===== src/clint_consts.svh =====
`ifndef CLINT_CONSTS_SVH
`define CLINT_CONSTS_SVH

// axi-lite bus widths
`define AXI_ADDR_W 32
`define AXI_DATA_W 32
`define AXI_STRB_W 4
`define AXI_RESP_W 2

// clint window
`define CLINT_BASE 32'ha000_0000
`define CLINT_SPAN 32'h0000_0100

// register offsets inside the window
`define CLINT_OFF_MSIP        32'h0000_0000
`define CLINT_OFF_MTIMECMP_LO 32'h0000_0040
`define CLINT_OFF_MTIMECMP_HI 32'h0000_0044
`define CLINT_OFF_MTIME_LO    32'h0000_0048
`define CLINT_OFF_MTIME_HI    32'h0000_004c

`endif


===== src/axi_lite_pkg.sv =====
`default_nettype none

`include "clint_consts.svh"

package axi_lite_pkg;

    // only the two responses this slave can give
    typedef enum logic [`AXI_RESP_W-1:0] {
        RESP_OKAY   = 2'b00,
        RESP_SLVERR = 2'b10
    } axi_resp_e;

    // one transaction at a time
    typedef enum logic [1:0] {
        ST_IDLE   = 2'b00,
        ST_READ   = 2'b01,
        ST_AWRITE = 2'b10,
        ST_WRITE  = 2'b11
    } slv_state_e;

endpackage

`default_nettype wire


===== src/clint_pkg.sv =====
`default_nettype none

`include "clint_consts.svh"

package clint_pkg;

    typedef enum logic [2:0] {
        SEL_MSIP        = 3'd0,
        SEL_MTIMECMP_LO = 3'd1,
        SEL_MTIMECMP_HI = 3'd2,
        SEL_MTIME_LO    = 3'd3,
        SEL_MTIME_HI    = 3'd4,
        SEL_NONE        = 3'd7
    } reg_sel_e;

    // replace the strobed bytes of one bus word
    function automatic logic [`AXI_DATA_W-1:0] merge_bytes(
        input logic [`AXI_DATA_W-1:0] cur,
        input logic [`AXI_DATA_W-1:0] wdata,
        input logic [`AXI_STRB_W-1:0] wstrb
    );
        logic [`AXI_DATA_W-1:0] res;
        res = cur;
        for (int i = 0; i < `AXI_STRB_W; i++) begin
            if (wstrb[i]) begin
                res[8*i +: 8] = wdata[8*i +: 8];
            end
        end
        return res;
    endfunction

endpackage

`default_nettype wire


===== src/clint_reg_if.sv =====
`timescale 1ns/10ps
`default_nettype none

`include "clint_consts.svh"

interface clint_reg_if
    import clint_pkg::*;
();

    reg_sel_e              sel;
    logic                  wr;
    logic [`AXI_DATA_W-1:0] wdata;
    logic [`AXI_STRB_W-1:0] wstrb;

    // each block returns zero for selects it does not own
    logic [`AXI_DATA_W-1:0] rdata_time;
    logic [`AXI_DATA_W-1:0] rdata_irq;

    modport ctrl (
        output sel, wr, wdata, wstrb,
        input  rdata_time, rdata_irq
    );

    modport timer (
        input  sel, wr, wdata, wstrb,
        output rdata_time
    );

    modport irq (
        input  sel, wr, wdata, wstrb,
        output rdata_irq
    );

endinterface

`default_nettype wire


===== src/axi_lite_slv_clint.sv =====
`timescale 1ns/10ps
`default_nettype none

`include "clint_consts.svh"

module axi_lite_slv_clint
    import axi_lite_pkg::*;
    import clint_pkg::*;
(
    input  logic                   clk,
    input  logic                   rst_n,
    // AR
    input  logic [`AXI_ADDR_W-1:0] araddr,
    input  logic                   arvalid,
    output logic                   arready,
    // R
    output logic [`AXI_DATA_W-1:0] rdata,
    output logic [`AXI_RESP_W-1:0] rresp,
    output logic                   rvalid,
    input  logic                   rready,
    // AW
    input  logic [`AXI_ADDR_W-1:0] awaddr,
    input  logic                   awvalid,
    output logic                   awready,
    // W
    input  logic [`AXI_DATA_W-1:0] wdata,
    input  logic [`AXI_STRB_W-1:0] wstrb,
    input  logic                   wvalid,
    output logic                   wready,
    // B
    output logic [`AXI_RESP_W-1:0] bresp,
    output logic                   bvalid,
    input  logic                   bready,
    clint_reg_if.ctrl              regs
);

    slv_state_e             state;
    slv_state_e             state_nxt;
    logic [`AXI_ADDR_W-1:0] addr_q;
    logic [`AXI_ADDR_W-1:0] offset;
    reg_sel_e               sel;
    axi_resp_e              acc_resp;
    logic [`AXI_DATA_W-1:0] rdata_q;
    axi_resp_e              rresp_q;
    axi_resp_e              bresp_q;
    logic                   rvalid_q;
    logic                   bvalid_q;
    logic                   ar_hs;
    logic                   aw_hs;
    logic                   w_hs;
    logic                   r_hs;
    logic                   b_hs;

    // AR wins over AW, so AW is held off while arvalid is up
    assign arready = (state == ST_IDLE);
    assign awready = (state == ST_IDLE) && !arvalid;
    assign wready  = (state == ST_AWRITE);

    assign ar_hs = arvalid && arready;
    assign aw_hs = awvalid && awready;
    assign w_hs  = wvalid && wready;
    assign r_hs  = rvalid_q && rready;
    assign b_hs  = bvalid_q && bready;

    // address decode from the latched address
    always_comb begin
        offset = addr_q - `CLINT_BASE;
        sel    = SEL_NONE;
        if (offset < `CLINT_SPAN) begin
            case (offset)
                `CLINT_OFF_MSIP:        sel = SEL_MSIP;
                `CLINT_OFF_MTIMECMP_LO: sel = SEL_MTIMECMP_LO;
                `CLINT_OFF_MTIMECMP_HI: sel = SEL_MTIMECMP_HI;
                `CLINT_OFF_MTIME_LO:    sel = SEL_MTIME_LO;
                `CLINT_OFF_MTIME_HI:    sel = SEL_MTIME_HI;
                default:                sel = SEL_NONE;
            endcase
        end
    end

    assign acc_resp = (sel == SEL_NONE) ? RESP_SLVERR : RESP_OKAY;

    // register port, write strobe lasts only the W transfer cycle
    assign regs.sel   = sel;
    assign regs.wr    = w_hs;
    assign regs.wdata = wdata;
    assign regs.wstrb = wstrb;

    always_comb begin
        state_nxt = state;
        case (state)
            ST_IDLE: begin
                if (ar_hs) begin
                    state_nxt = ST_READ;
                end else if (aw_hs) begin
                    state_nxt = ST_AWRITE;
                end
            end
            ST_READ: begin
                if (r_hs) begin
                    state_nxt = ST_IDLE;
                end
            end
            ST_AWRITE: begin
                if (w_hs) begin
                    state_nxt = ST_WRITE;
                end
            end
            ST_WRITE: begin
                if (b_hs) begin
                    state_nxt = ST_IDLE;
                end
            end
            default: state_nxt = ST_IDLE;
        endcase
    end

    always_ff @(posedge clk) begin
        if (!rst_n) begin
            state    <= ST_IDLE;
            rvalid_q <= 1'b0;
            bvalid_q <= 1'b0;
        end else begin
            state <= state_nxt;
            // read data is taken one cycle after AR
            if (state == ST_READ && !rvalid_q) begin
                rvalid_q <= 1'b1;
            end else if (r_hs) begin
                rvalid_q <= 1'b0;
            end
            if (w_hs) begin
                bvalid_q <= 1'b1;
            end else if (b_hs) begin
                bvalid_q <= 1'b0;
            end
        end
    end

    always_ff @(posedge clk) begin
        if (ar_hs) begin
            addr_q <= araddr;
        end else if (aw_hs) begin
            addr_q <= awaddr;
        end
        if (state == ST_READ && !rvalid_q) begin
            rdata_q <= regs.rdata_time | regs.rdata_irq;
            rresp_q <= acc_resp;
        end
        if (w_hs) begin
            bresp_q <= acc_resp;
        end
    end

    assign rdata  = rdata_q;
    assign rresp  = rresp_q;
    assign rvalid = rvalid_q;
    assign bresp  = bresp_q;
    assign bvalid = bvalid_q;

    a_no_r_and_b: assert property (@(posedge clk) disable iff (!rst_n)
        !(rvalid && bvalid));

    // R payload holds under back-pressure
    a_r_hold: assert property (@(posedge clk) disable iff (!rst_n)
        rvalid && !rready |=> rvalid && $stable(rdata) && $stable(rresp));

    a_wr_in_awrite: assert property (@(posedge clk) disable iff (!rst_n)
        regs.wr |-> (state == ST_AWRITE) ##1 (state == ST_WRITE && bvalid));

endmodule

`default_nettype wire


===== src/clint_irq_regs.sv =====
`timescale 1ns/10ps
`default_nettype none

`include "clint_consts.svh"

module clint_irq_regs
    import clint_pkg::*;
(
    input  logic        clk,
    input  logic        rst_n,
    input  logic [63:0] mtime,
    clint_reg_if.irq    regs,
    output logic        mtip,
    output logic        msip
);

    logic [63:0] mtimecmp;
    logic        wr_cmp_lo;
    logic        wr_cmp_hi;
    logic        wr_msip;

    assign wr_cmp_lo = regs.wr && (regs.sel == SEL_MTIMECMP_LO);
    assign wr_cmp_hi = regs.wr && (regs.sel == SEL_MTIMECMP_HI);
    assign wr_msip   = regs.wr && (regs.sel == SEL_MSIP);

    // all ones keeps the timer quiet after reset
    always_ff @(posedge clk) begin
        if (!rst_n) begin
            mtimecmp <= '1;
        end else if (wr_cmp_lo) begin
            mtimecmp[31:0] <= merge_bytes(mtimecmp[31:0], regs.wdata, regs.wstrb);
        end else if (wr_cmp_hi) begin
            mtimecmp[63:32] <= merge_bytes(mtimecmp[63:32], regs.wdata, regs.wstrb);
        end
    end

    // only bit 0 exists, lives in byte lane 0
    always_ff @(posedge clk) begin
        if (!rst_n) begin
            msip <= 1'b0;
        end else if (wr_msip && regs.wstrb[0]) begin
            msip <= regs.wdata[0];
        end
    end

    assign mtip = (mtime >= mtimecmp);

    always_comb begin
        case (regs.sel)
            SEL_MSIP:        regs.rdata_irq = {{(`AXI_DATA_W-1){1'b0}}, msip};
            SEL_MTIMECMP_LO: regs.rdata_irq = mtimecmp[31:0];
            SEL_MTIMECMP_HI: regs.rdata_irq = mtimecmp[63:32];
            default:         regs.rdata_irq = '0;
        endcase
    end

endmodule

`default_nettype wire


===== src/clint_mtime.sv =====
`timescale 1ns/10ps
`default_nettype none

`include "clint_consts.svh"

module clint_mtime
    import clint_pkg::*;
(
    input  logic        clk,
    input  logic        rst_n,
    clint_reg_if.timer  regs,
    output logic [63:0] mtime
);

    logic wr_lo;
    logic wr_hi;

    assign wr_lo = regs.wr && (regs.sel == SEL_MTIME_LO);
    assign wr_hi = regs.wr && (regs.sel == SEL_MTIME_HI);

    // a write cycle replaces the count, no increment on it
    always_ff @(posedge clk) begin
        if (!rst_n) begin
            mtime <= '0;
        end else if (wr_lo) begin
            mtime[31:0] <= merge_bytes(mtime[31:0], regs.wdata, regs.wstrb);
        end else if (wr_hi) begin
            mtime[63:32] <= merge_bytes(mtime[63:32], regs.wdata, regs.wstrb);
        end else begin
            mtime <= mtime + 64'd1;
        end
    end

    always_comb begin
        case (regs.sel)
            SEL_MTIME_LO: regs.rdata_time = mtime[31:0];
            SEL_MTIME_HI: regs.rdata_time = mtime[63:32];
            default:      regs.rdata_time = '0;
        endcase
    end

    a_mtime_inc: assert property (@(posedge clk) disable iff (!rst_n)
        !(wr_lo || wr_hi) |=> mtime == $past(mtime) + 64'd1);

endmodule

`default_nettype wire


===== src/clint_top.sv =====
`timescale 1ns/10ps
`default_nettype none

`include "clint_consts.svh"

module clint_top (
    input  logic                   clk,
    input  logic                   rst_n,
    // AR
    input  logic [`AXI_ADDR_W-1:0] araddr,
    input  logic                   arvalid,
    output logic                   arready,
    // R
    output logic [`AXI_DATA_W-1:0] rdata,
    output logic [`AXI_RESP_W-1:0] rresp,
    output logic                   rvalid,
    input  logic                   rready,
    // AW
    input  logic [`AXI_ADDR_W-1:0] awaddr,
    input  logic                   awvalid,
    output logic                   awready,
    // W
    input  logic [`AXI_DATA_W-1:0] wdata,
    input  logic [`AXI_STRB_W-1:0] wstrb,
    input  logic                   wvalid,
    output logic                   wready,
    // B
    output logic [`AXI_RESP_W-1:0] bresp,
    output logic                   bvalid,
    input  logic                   bready,
    // interrupts to the hart
    output logic                   mtip,
    output logic                   msip
);

    logic [63:0] mtime;

    clint_reg_if regs_if ();

    axi_lite_slv_clint axi_lite_slv_clint_i (
        .clk     (clk),
        .rst_n   (rst_n),
        .araddr  (araddr),
        .arvalid (arvalid),
        .arready (arready),
        .rdata   (rdata),
        .rresp   (rresp),
        .rvalid  (rvalid),
        .rready  (rready),
        .awaddr  (awaddr),
        .awvalid (awvalid),
        .awready (awready),
        .wdata   (wdata),
        .wstrb   (wstrb),
        .wvalid  (wvalid),
        .wready  (wready),
        .bresp   (bresp),
        .bvalid  (bvalid),
        .bready  (bready),
        .regs    (regs_if.ctrl)
    );

    clint_mtime clint_mtime_i (
        .clk   (clk),
        .rst_n (rst_n),
        .regs  (regs_if.timer),
        .mtime (mtime)
    );

    clint_irq_regs clint_irq_regs_i (
        .clk   (clk),
        .rst_n (rst_n),
        .mtime (mtime),
        .regs  (regs_if.irq),
        .mtip  (mtip),
        .msip  (msip)
    );

endmodule

`default_nettype wire


===== config.mk =====
export PLATFORM = sky130hd
export DESIGN_NAME = clint_top
export DESIGN_NICKNAME = d
export VERILOG_FILES = /design/src/axi_lite_pkg.sv /design/src/clint_pkg.sv /design/src/clint_reg_if.sv /design/src/axi_lite_slv_clint.sv /design/src/clint_irq_regs.sv /design/src/clint_mtime.sv /design/src/clint_top.sv
export VERILOG_INCLUDE_DIRS = /design/src /design/src/src
export SDC_FILE = /design/constraint.sdc
export NUM_CORES = 1
export LEC_CHECK = 0
export ABC_AREA = 1
export BUFFER_PORTS_ARGS = -buffer_cell sky130_fd_sc_hd__buf_4
export CAP_MARGIN = 20
export CORE_MARGIN = 2
export CORE_UTILIZATION = 45
export CTS_CLUSTER_SIZE = 25
export DETAILED_ROUTE_END_ITERATION = 8
export GPL_TIMING_DRIVEN = 0
export PLACE_DENSITY = 0.73
export RECOVER_POWER = 25
export SLEW_MARGIN = 20
export SYNTH_ARGS = -nofsm -noshare
export SYNTH_HDL_FRONTEND = slang
export SYNTH_SLANG_ARGS = --single-unit

===== constraint.sdc =====
create_clock -name clk -period 4.5 [get_ports clk]
set_input_delay 0.675 -clock clk [delete_from_list [all_inputs] [get_ports clk]]
set_output_delay 0.675 -clock clk [all_outputs]
set_load 0.02 [all_outputs]

== Word-level counts from Yosys, hierarchy flattened ==
Cells that the tools add are included.

* Flip-flop bits (word level): 201
* Bits of input ports: 107
* Output and inout bits: 43

* $add $sub $neg: 2
* Order comparisons: 2
* Equality and inequality tests: 25
* Multiplexer cells: 24
* Bitwise gates (word level): 3
* Reductions and logical operators: 38

{| class="wikitable"
|+ Operators with widths
! operator !! count
|-
| $mux 32 || 5
|-
| $eq 32x7->1 const B || 4
|-
| $pmux 32 s3 || 1
|-
| $add 64x1->64 const B || 1
|-
| $ge 64x64->1 || 1
|-
| $pmux 32 s2 || 1
|-
| $logic_not 32->1 || 1
|-
| $lt 32x9->1 const B || 1
|-
| $mux 8 || 4
|-
| $or 32x32->32 || 1
|-
| $sub 32x32->32 const B || 1
|-
| $reduce_and 2->1 || 12
|-
| $ne 2x2->1 const B || 8
|-
| $pmux 3 s5 || 1
|-
| $logic_and 1x1->1 || 13
|-
| $mux 2 || 6
|-
| $reduce_and 3->1 || 4
|-
| $ne 2x1->1 const B || 4
|-
| $pmux 2 s4 || 1
|-
| $eq 3x2->1 const B || 2
|-
| $eq 3x3->1 const B || 2
|-
| $reduce_bool 2->1 || 3
|-
| $eq 2x2->1 const B || 2
|-
| $mux 1 || 4
|-
| 9 further kinds || 11
|}

== Logic depth before layout (Yosys ltp) ==
* Depth after elaboration: 8
* Depth in mapped cells: 16
* Mapped depth without buffers: 15

== Cells and area by module ==
Synthesis repeated with hierarchy kept, for this count alone.

* Cells, all modules: 1848
* Area, all modules: 13038.8 sq um

{| class="wikitable"
|+ Modules (own cells, without submodules)
! module !! instances !! cells each !! area an instance (sq um)
|-
| clint_mtime || 1 || 953 || 5316.3
|-
| clint_irq_regs || 1 || 551 || 4307.9
|-
| axi_lite_slv_clint || 1 || 344 || 3414.5
|}

== Worst setup path after synthesis ==
Ideal clock, no wire load.

* Path type: reg-to-reg
* From: register axi_lite_slv_clint_i.state[0]
* To: register axi_lite_slv_clint_i.state[1]
* Library setup time: 0.070 ns
* Data arrival time: 3.142 ns
* Required time: 4.430 ns
* Slack: 1.288 ns
* Cell stages (with the launch flop): 8
* Buffers on the path: 0
* Period minus slack after synthesis: 3.212 ns
* Cell sequence: dfxtp_1 > nor2_1 > inv_1 > a21oi_1 > o21ai_0 > nor2_1 > o21ai_0 > a21oi_1

* Word-level cells in the longest chain between the ends: 5
* Elaborated cells between the ends (all ways): 15

{| class="wikitable"
|+ RTL lines
! item !! RTL line !! text
|-
| start: declaration || axi_lite_slv_clint.sv:37 || <nowiki>slv_state_e state;</nowiki>
|-
| start signal: assignment || axi_lite_slv_clint.sv:124 || <nowiki>state <= state_nxt;</nowiki>
|-
| $logic_not 2->1 * || axi_lite_slv_clint.sv:55 || <nowiki>assign arready = (state == ST_IDLE);</nowiki>
|-
| net arready || clint_top.sv:12 || <nowiki>output logic arready,</nowiki>
|-
| $logic_and 1x1->1 || axi_lite_slv_clint.sv:56 || <nowiki>assign awready = (state == ST_IDLE) && !arvalid;</nowiki>
|-
| $logic_and 1x1->1 || axi_lite_slv_clint.sv:60 || <nowiki>assign aw_hs = awvalid && awready;</nowiki>
|-
| $ne 3x3->1 (no line) || n/a ||
|-
| $reduce_and 4->1 (no line) || n/a ||
|}

The timed path passes the listed nets; every way through them passes the cells marked *.
A chain may end at the register's enable or synchronous reset.

== Final worst setup path ==
* From: register clint_mtime_i.mtime[25]
* To: output port mtip

* Word-level cells in the longest chain between the ends: 1

{| class="wikitable"
|+ RTL lines
! item !! RTL line !! text
|-
| start: declaration || clint_mtime.sv:12 || <nowiki>output logic [63:0] mtime</nowiki>
|-
| start signal: assignment || clint_mtime.sv:26 || <nowiki>mtime[31:0] <= merge_bytes(mtime[31:0], regs.wdata, regs.wstrb);</nowiki>
|-
| start signal: assignment || clint_mtime.sv:30 || <nowiki>mtime <= mtime + 64'd1;</nowiki>
|-
| $ge 64x64->1 || clint_irq_regs.sv:46 || <nowiki>assign mtip = (mtime >= mtimecmp);</nowiki>
|-
| end: declaration || clint_top.sv:32 || <nowiki>output logic mtip,</nowiki>
|}

No other way between the ends.

==> impl_metrics.csv <==
group,metric,value,unit
status,status,"complete, but fails checks",
status,violations,"capacitance limit, slew limit",
critical_path,reg2reg_depth,3,
clock_tree,insertion_delay,480,ps
clock_tree,cts_tree,"done",
placed_design,dp_hpwl,41800,um
sta,finalCritPeriodShare,0.759,
sta,finClkSkew,17.8,ps
logic_synthesis,synth_edf_count,66,
global_routing,grt_max_degree,24,
sta,max_freq,293,MHz
sta,hold_viol_final,0,
clock_tree,hold_buffers,0,
logic_synthesis,ys.flop_type,"dfxtp_1",
logic_synthesis,synth.avg_cell_area,6.91,um^2
placed_design,io_buffers,144,
critical_path,cpMostUsedCell,"nand2_1",
critical_path,crit_end,"mtip",
power,clockPowerShare,0.335,
hold_path,min_path_cells,2,
routing,vias,14100,
sta,worstMarginPinSlew,1510,ps
critical_path,cpPeakStageDelay,520,ps
finish,syn2layout_area_growth,15.7,%
placed_design,gp_congestion,1.05,
logic_synthesis,ys_types,39,
routing,drt-initial-drc-count,1514,
floorplan,die_area,30500,um^2
sta,fin_crit,3410,ps
power,p_leak,0.00692,uW
finish,num_antenna_cells,0,
sta,timing.hold.ws,456,ps
routing,drc,0,
critical_path,arrival,2740,ps
critical_path,critPathRequiredTime,3830,ps
sta,relSlewSlack,-0.00927,
power,p_sw_frac,0.303,
logic_synthesis,synth_warnings,0,
sta,slew_viol_final,35,
logic_synthesis,synth.most_common_cell,"nand2_1",
critical_path,r2r_start,"axi_lite_slv_clint_i.state[0]",
power,intPower,3280,uW
clock_tree,cts_sinks,199,
floorplan,die_h,175,um
logic_synthesis,netlist_top_cells_count,"513 x nand2_1, 216 x inv_1, 213 x nor2_1",
routing,wire_per_inst,21.7,um
critical_path,r2r_slack,1240,ps
sta,setup_violations,0,
clock_tree,post_cts_buffers,0,
sta,tns,0,ps
clock_tree,cts_inserted_buffers,17,
logic_synthesis,yosys.area.top_type,"dfxtp_1",
floorplan,pin_count,150,
routing,ant_nets,0,
global_routing,grt-ovfl-total,0,
logic_synthesis,ys_ff_latch,199,
critical_path,r2r-end,"axi_lite_slv_clint_i.rdata[14]",
power,peakVddDrop,273,uV
logic_synthesis,postSynthCellCount,1899,
floorplan,core_area,28700,um^2
logic_synthesis,synth_top_cell_area_share,0.203,
power,power,4710,uW
critical_path,crit_type,"reg2out",
clock_tree,cts_htree_levels,4,
clock_tree,clock-root-buffer,"clkbuf_16",
global_routing,grt_pass1_wl,79600,um
floorplan,rows,62,
finish,final_cell_area,15200,um^2
clock_tree,post_cts_resized,0,
finish,finalNetCount,2238,
power,power_frac_comb,0.189,
critical_path,setup.worst_path.start_class,"register",
floorplan,die_w,175,um
hold_path,hold_class,"reg2reg",
finish,final_layout_size_suffix_gt1_frac,0.131,
clock_tree,cts_max_path_buffers,2,
critical_path,endpoint_kind,"primary output",
routing,drt_pass1_iterations,6,
placed_design,placed_cell_area,14800,um^2
floorplan,start_util,0.457,
power,pwr_density_cell,310,nW/um^2
critical_path,startpoint,"clint_mtime_i.mtime[25]",
logic_synthesis,netlist_area,13100,um^2
critical_path,cp_cell_sequence,"ha_1 -> nand2_1 -> inv_1 -> o21ai_0 -> a21oi_1 -> or2_2 -> nor2_1 -> nand2_1 -> nand2_1 -> nand3_1 -> buf_4",
logic_synthesis,async_flop_share,0,
power,power_frac_seq,0.476,
global_routing,first_global_vias,13400,
sta,rsz0062_at_grt,"false",
power,switching_power,1430,uW
global_routing,groute.usage.overall,0.350,
critical_path,critPathMaxFanout,6,
logic_synthesis,yosysSeqAreaShare,0.354,
routing,wirelength,53500,um
routing,via_per_inst,5.71,
job,maxCapViolCount,2,
global_routing,antenna_found_initial,0,
critical_path,cpMaxStageDelayCell,"dfxtp_1",
clock_tree,clk_pin_slew,80,ps
logic_synthesis,synth.area.top_cells,"dfxtp_1 20%, edfxtp_1 15%, nand2_1 15%",
[critical path: cells and delay by family, from the launching register on]
family / cells / cell delay, ps
simple gates: 6 / 980
buf+inv: 2 / 200
fa+ha+maj: 1 / 320
flops: 1 / 520
compound gates: 2 / 230
[power by group through the flow]
| stage | Clock (uW) | Combinational [uW] | Sequential [uW] |
|---|---|---|---|
| after floorplan | 0 | 447 | 2360 |
| after CTS | 1580 | 982 | 2240 |
| final | 1580 | 889 | 2240 |
| after global routing | 1640 | 961 | 2270 |
| after global placement | 0 | 896 | 2290 |
| after detailed placement | 0 | 976 | 2280 |
[state kept, by name (all words and copies together) (netlist names)]
register,cells
axi_lite_slv_clint_i.rvalid,1
axi_lite_slv_clint_i.rdata,32
clint_mtime_i.mtime,64
axi_lite_slv_clint_i.rresp,1
clint_irq_regs_i.msip,1
axi_lite_slv_clint_i.addr_q,32
clint_irq_regs_i.mtimecmp,64
axi_lite_slv_clint_i.bresp,1
axi_lite_slv_clint_i.state,2
axi_lite_slv_clint_i.bvalid,1
[worst min path at each step]
stage / to / from / slack [ps]
final: clint_irq_regs_i.mtimecmp[46] / clint_irq_regs_i.mtimecmp[46] / 460
after global routing: axi_lite_slv_clint_i.bvalid / bready / 480
after CTS: axi_lite_slv_clint_i.bvalid / bready / 450
after detailed placement: clint_irq_regs_i.mtimecmp[46] / clint_irq_regs_i.mtimecmp[46] / 440
after global placement: clint_irq_regs_i.mtimecmp[63] / clint_irq_regs_i.mtimecmp[63] / 440
after floorplan: clint_irq_regs_i.mtimecmp[33] / clint_irq_regs_i.mtimecmp[33] / 430
[kinds of logic (layout without fill, tap and decap cells)]
kind of cell,Yosys count,in the layout,synth area share
mux,32,32,0.0275
xor+xnor,17,17,0.0113
fa+ha+maj,66,66,0.0629
simple gates,1016,1016,0.339
buf+inv,292,470,0.0884
compound gates,276,276,0.117
other cells,1,2,0.000286
flops,199,199,0.354
[through the flow]
| step | cells | worst slack, ps | utilization |
|---|---|---|---|
| after global placement | 2428 | 709 | 0.512 |
| after detailed placement | 2430 | 1510 | 0.514 |
| after floorplan | 1900 | 1290 | - |
| after CTS | 2462 | 1100 | 0.534 |
| final | 2462 | 1090 | 0.529 |
| after global routing | 2462 | 895 | 0.529 |
[routing by layer]
metal | routed length, um | share of wire | track usage | vias up
li1 | - | - | - | 6653
met1 | 22600 | 0.42 | 0.470 | 6578
met2 | 23800 | 0.44 | 0.557 | 699
met3 | 4760 | 0.089 | 0.0557 | 129
met4 | 2350 | 0.044 | 0.158 | 0
met5 | 0 | 0 | 0 | -
[cell type report]
cell class              instances  area (um^2)
plain buffers                  69          324
inverters                     223          837
multi-input cells            1409         7320
flip-flops and latches        199         4640
fillers                      2918        13500
clock inverters                 9          116
repair buffers                146         1010
well taps                     384          480
clock buffers                  23          458
[layout by cell type (no fill, tap or decap), drive strengths merged]
cell / Yosys / final
dfxtp: 133 / 133
o22ai: 63 / 63
bufinv: 0 / 2
conb: 1 / 2
and3: 1 / 1
buf: 38 / 160
o211ai: 25 / 25
or2: 33 / 33
nand3: 139 / 139
xor2: 17 / 17
inv: 223 / 226
nor4: 2 / 2
nand4: 84 / 84
o21ai: 62 / 62
nor3: 10 / 10
o21a: 1 / 1
nand2: 518 / 518
clkbuf: 31 / 78
nand3b: 3 / 3
nor2: 222 / 222
clkinvlp: 0 / 1
ha: 66 / 66
clkinv: 0 / 3
mux2: 32 / 32
edfxtp: 66 / 66
and2: 4 / 4
a21oi: 124 / 124
a221oi: 1 / 1
(Power assumes the default switching activity.)
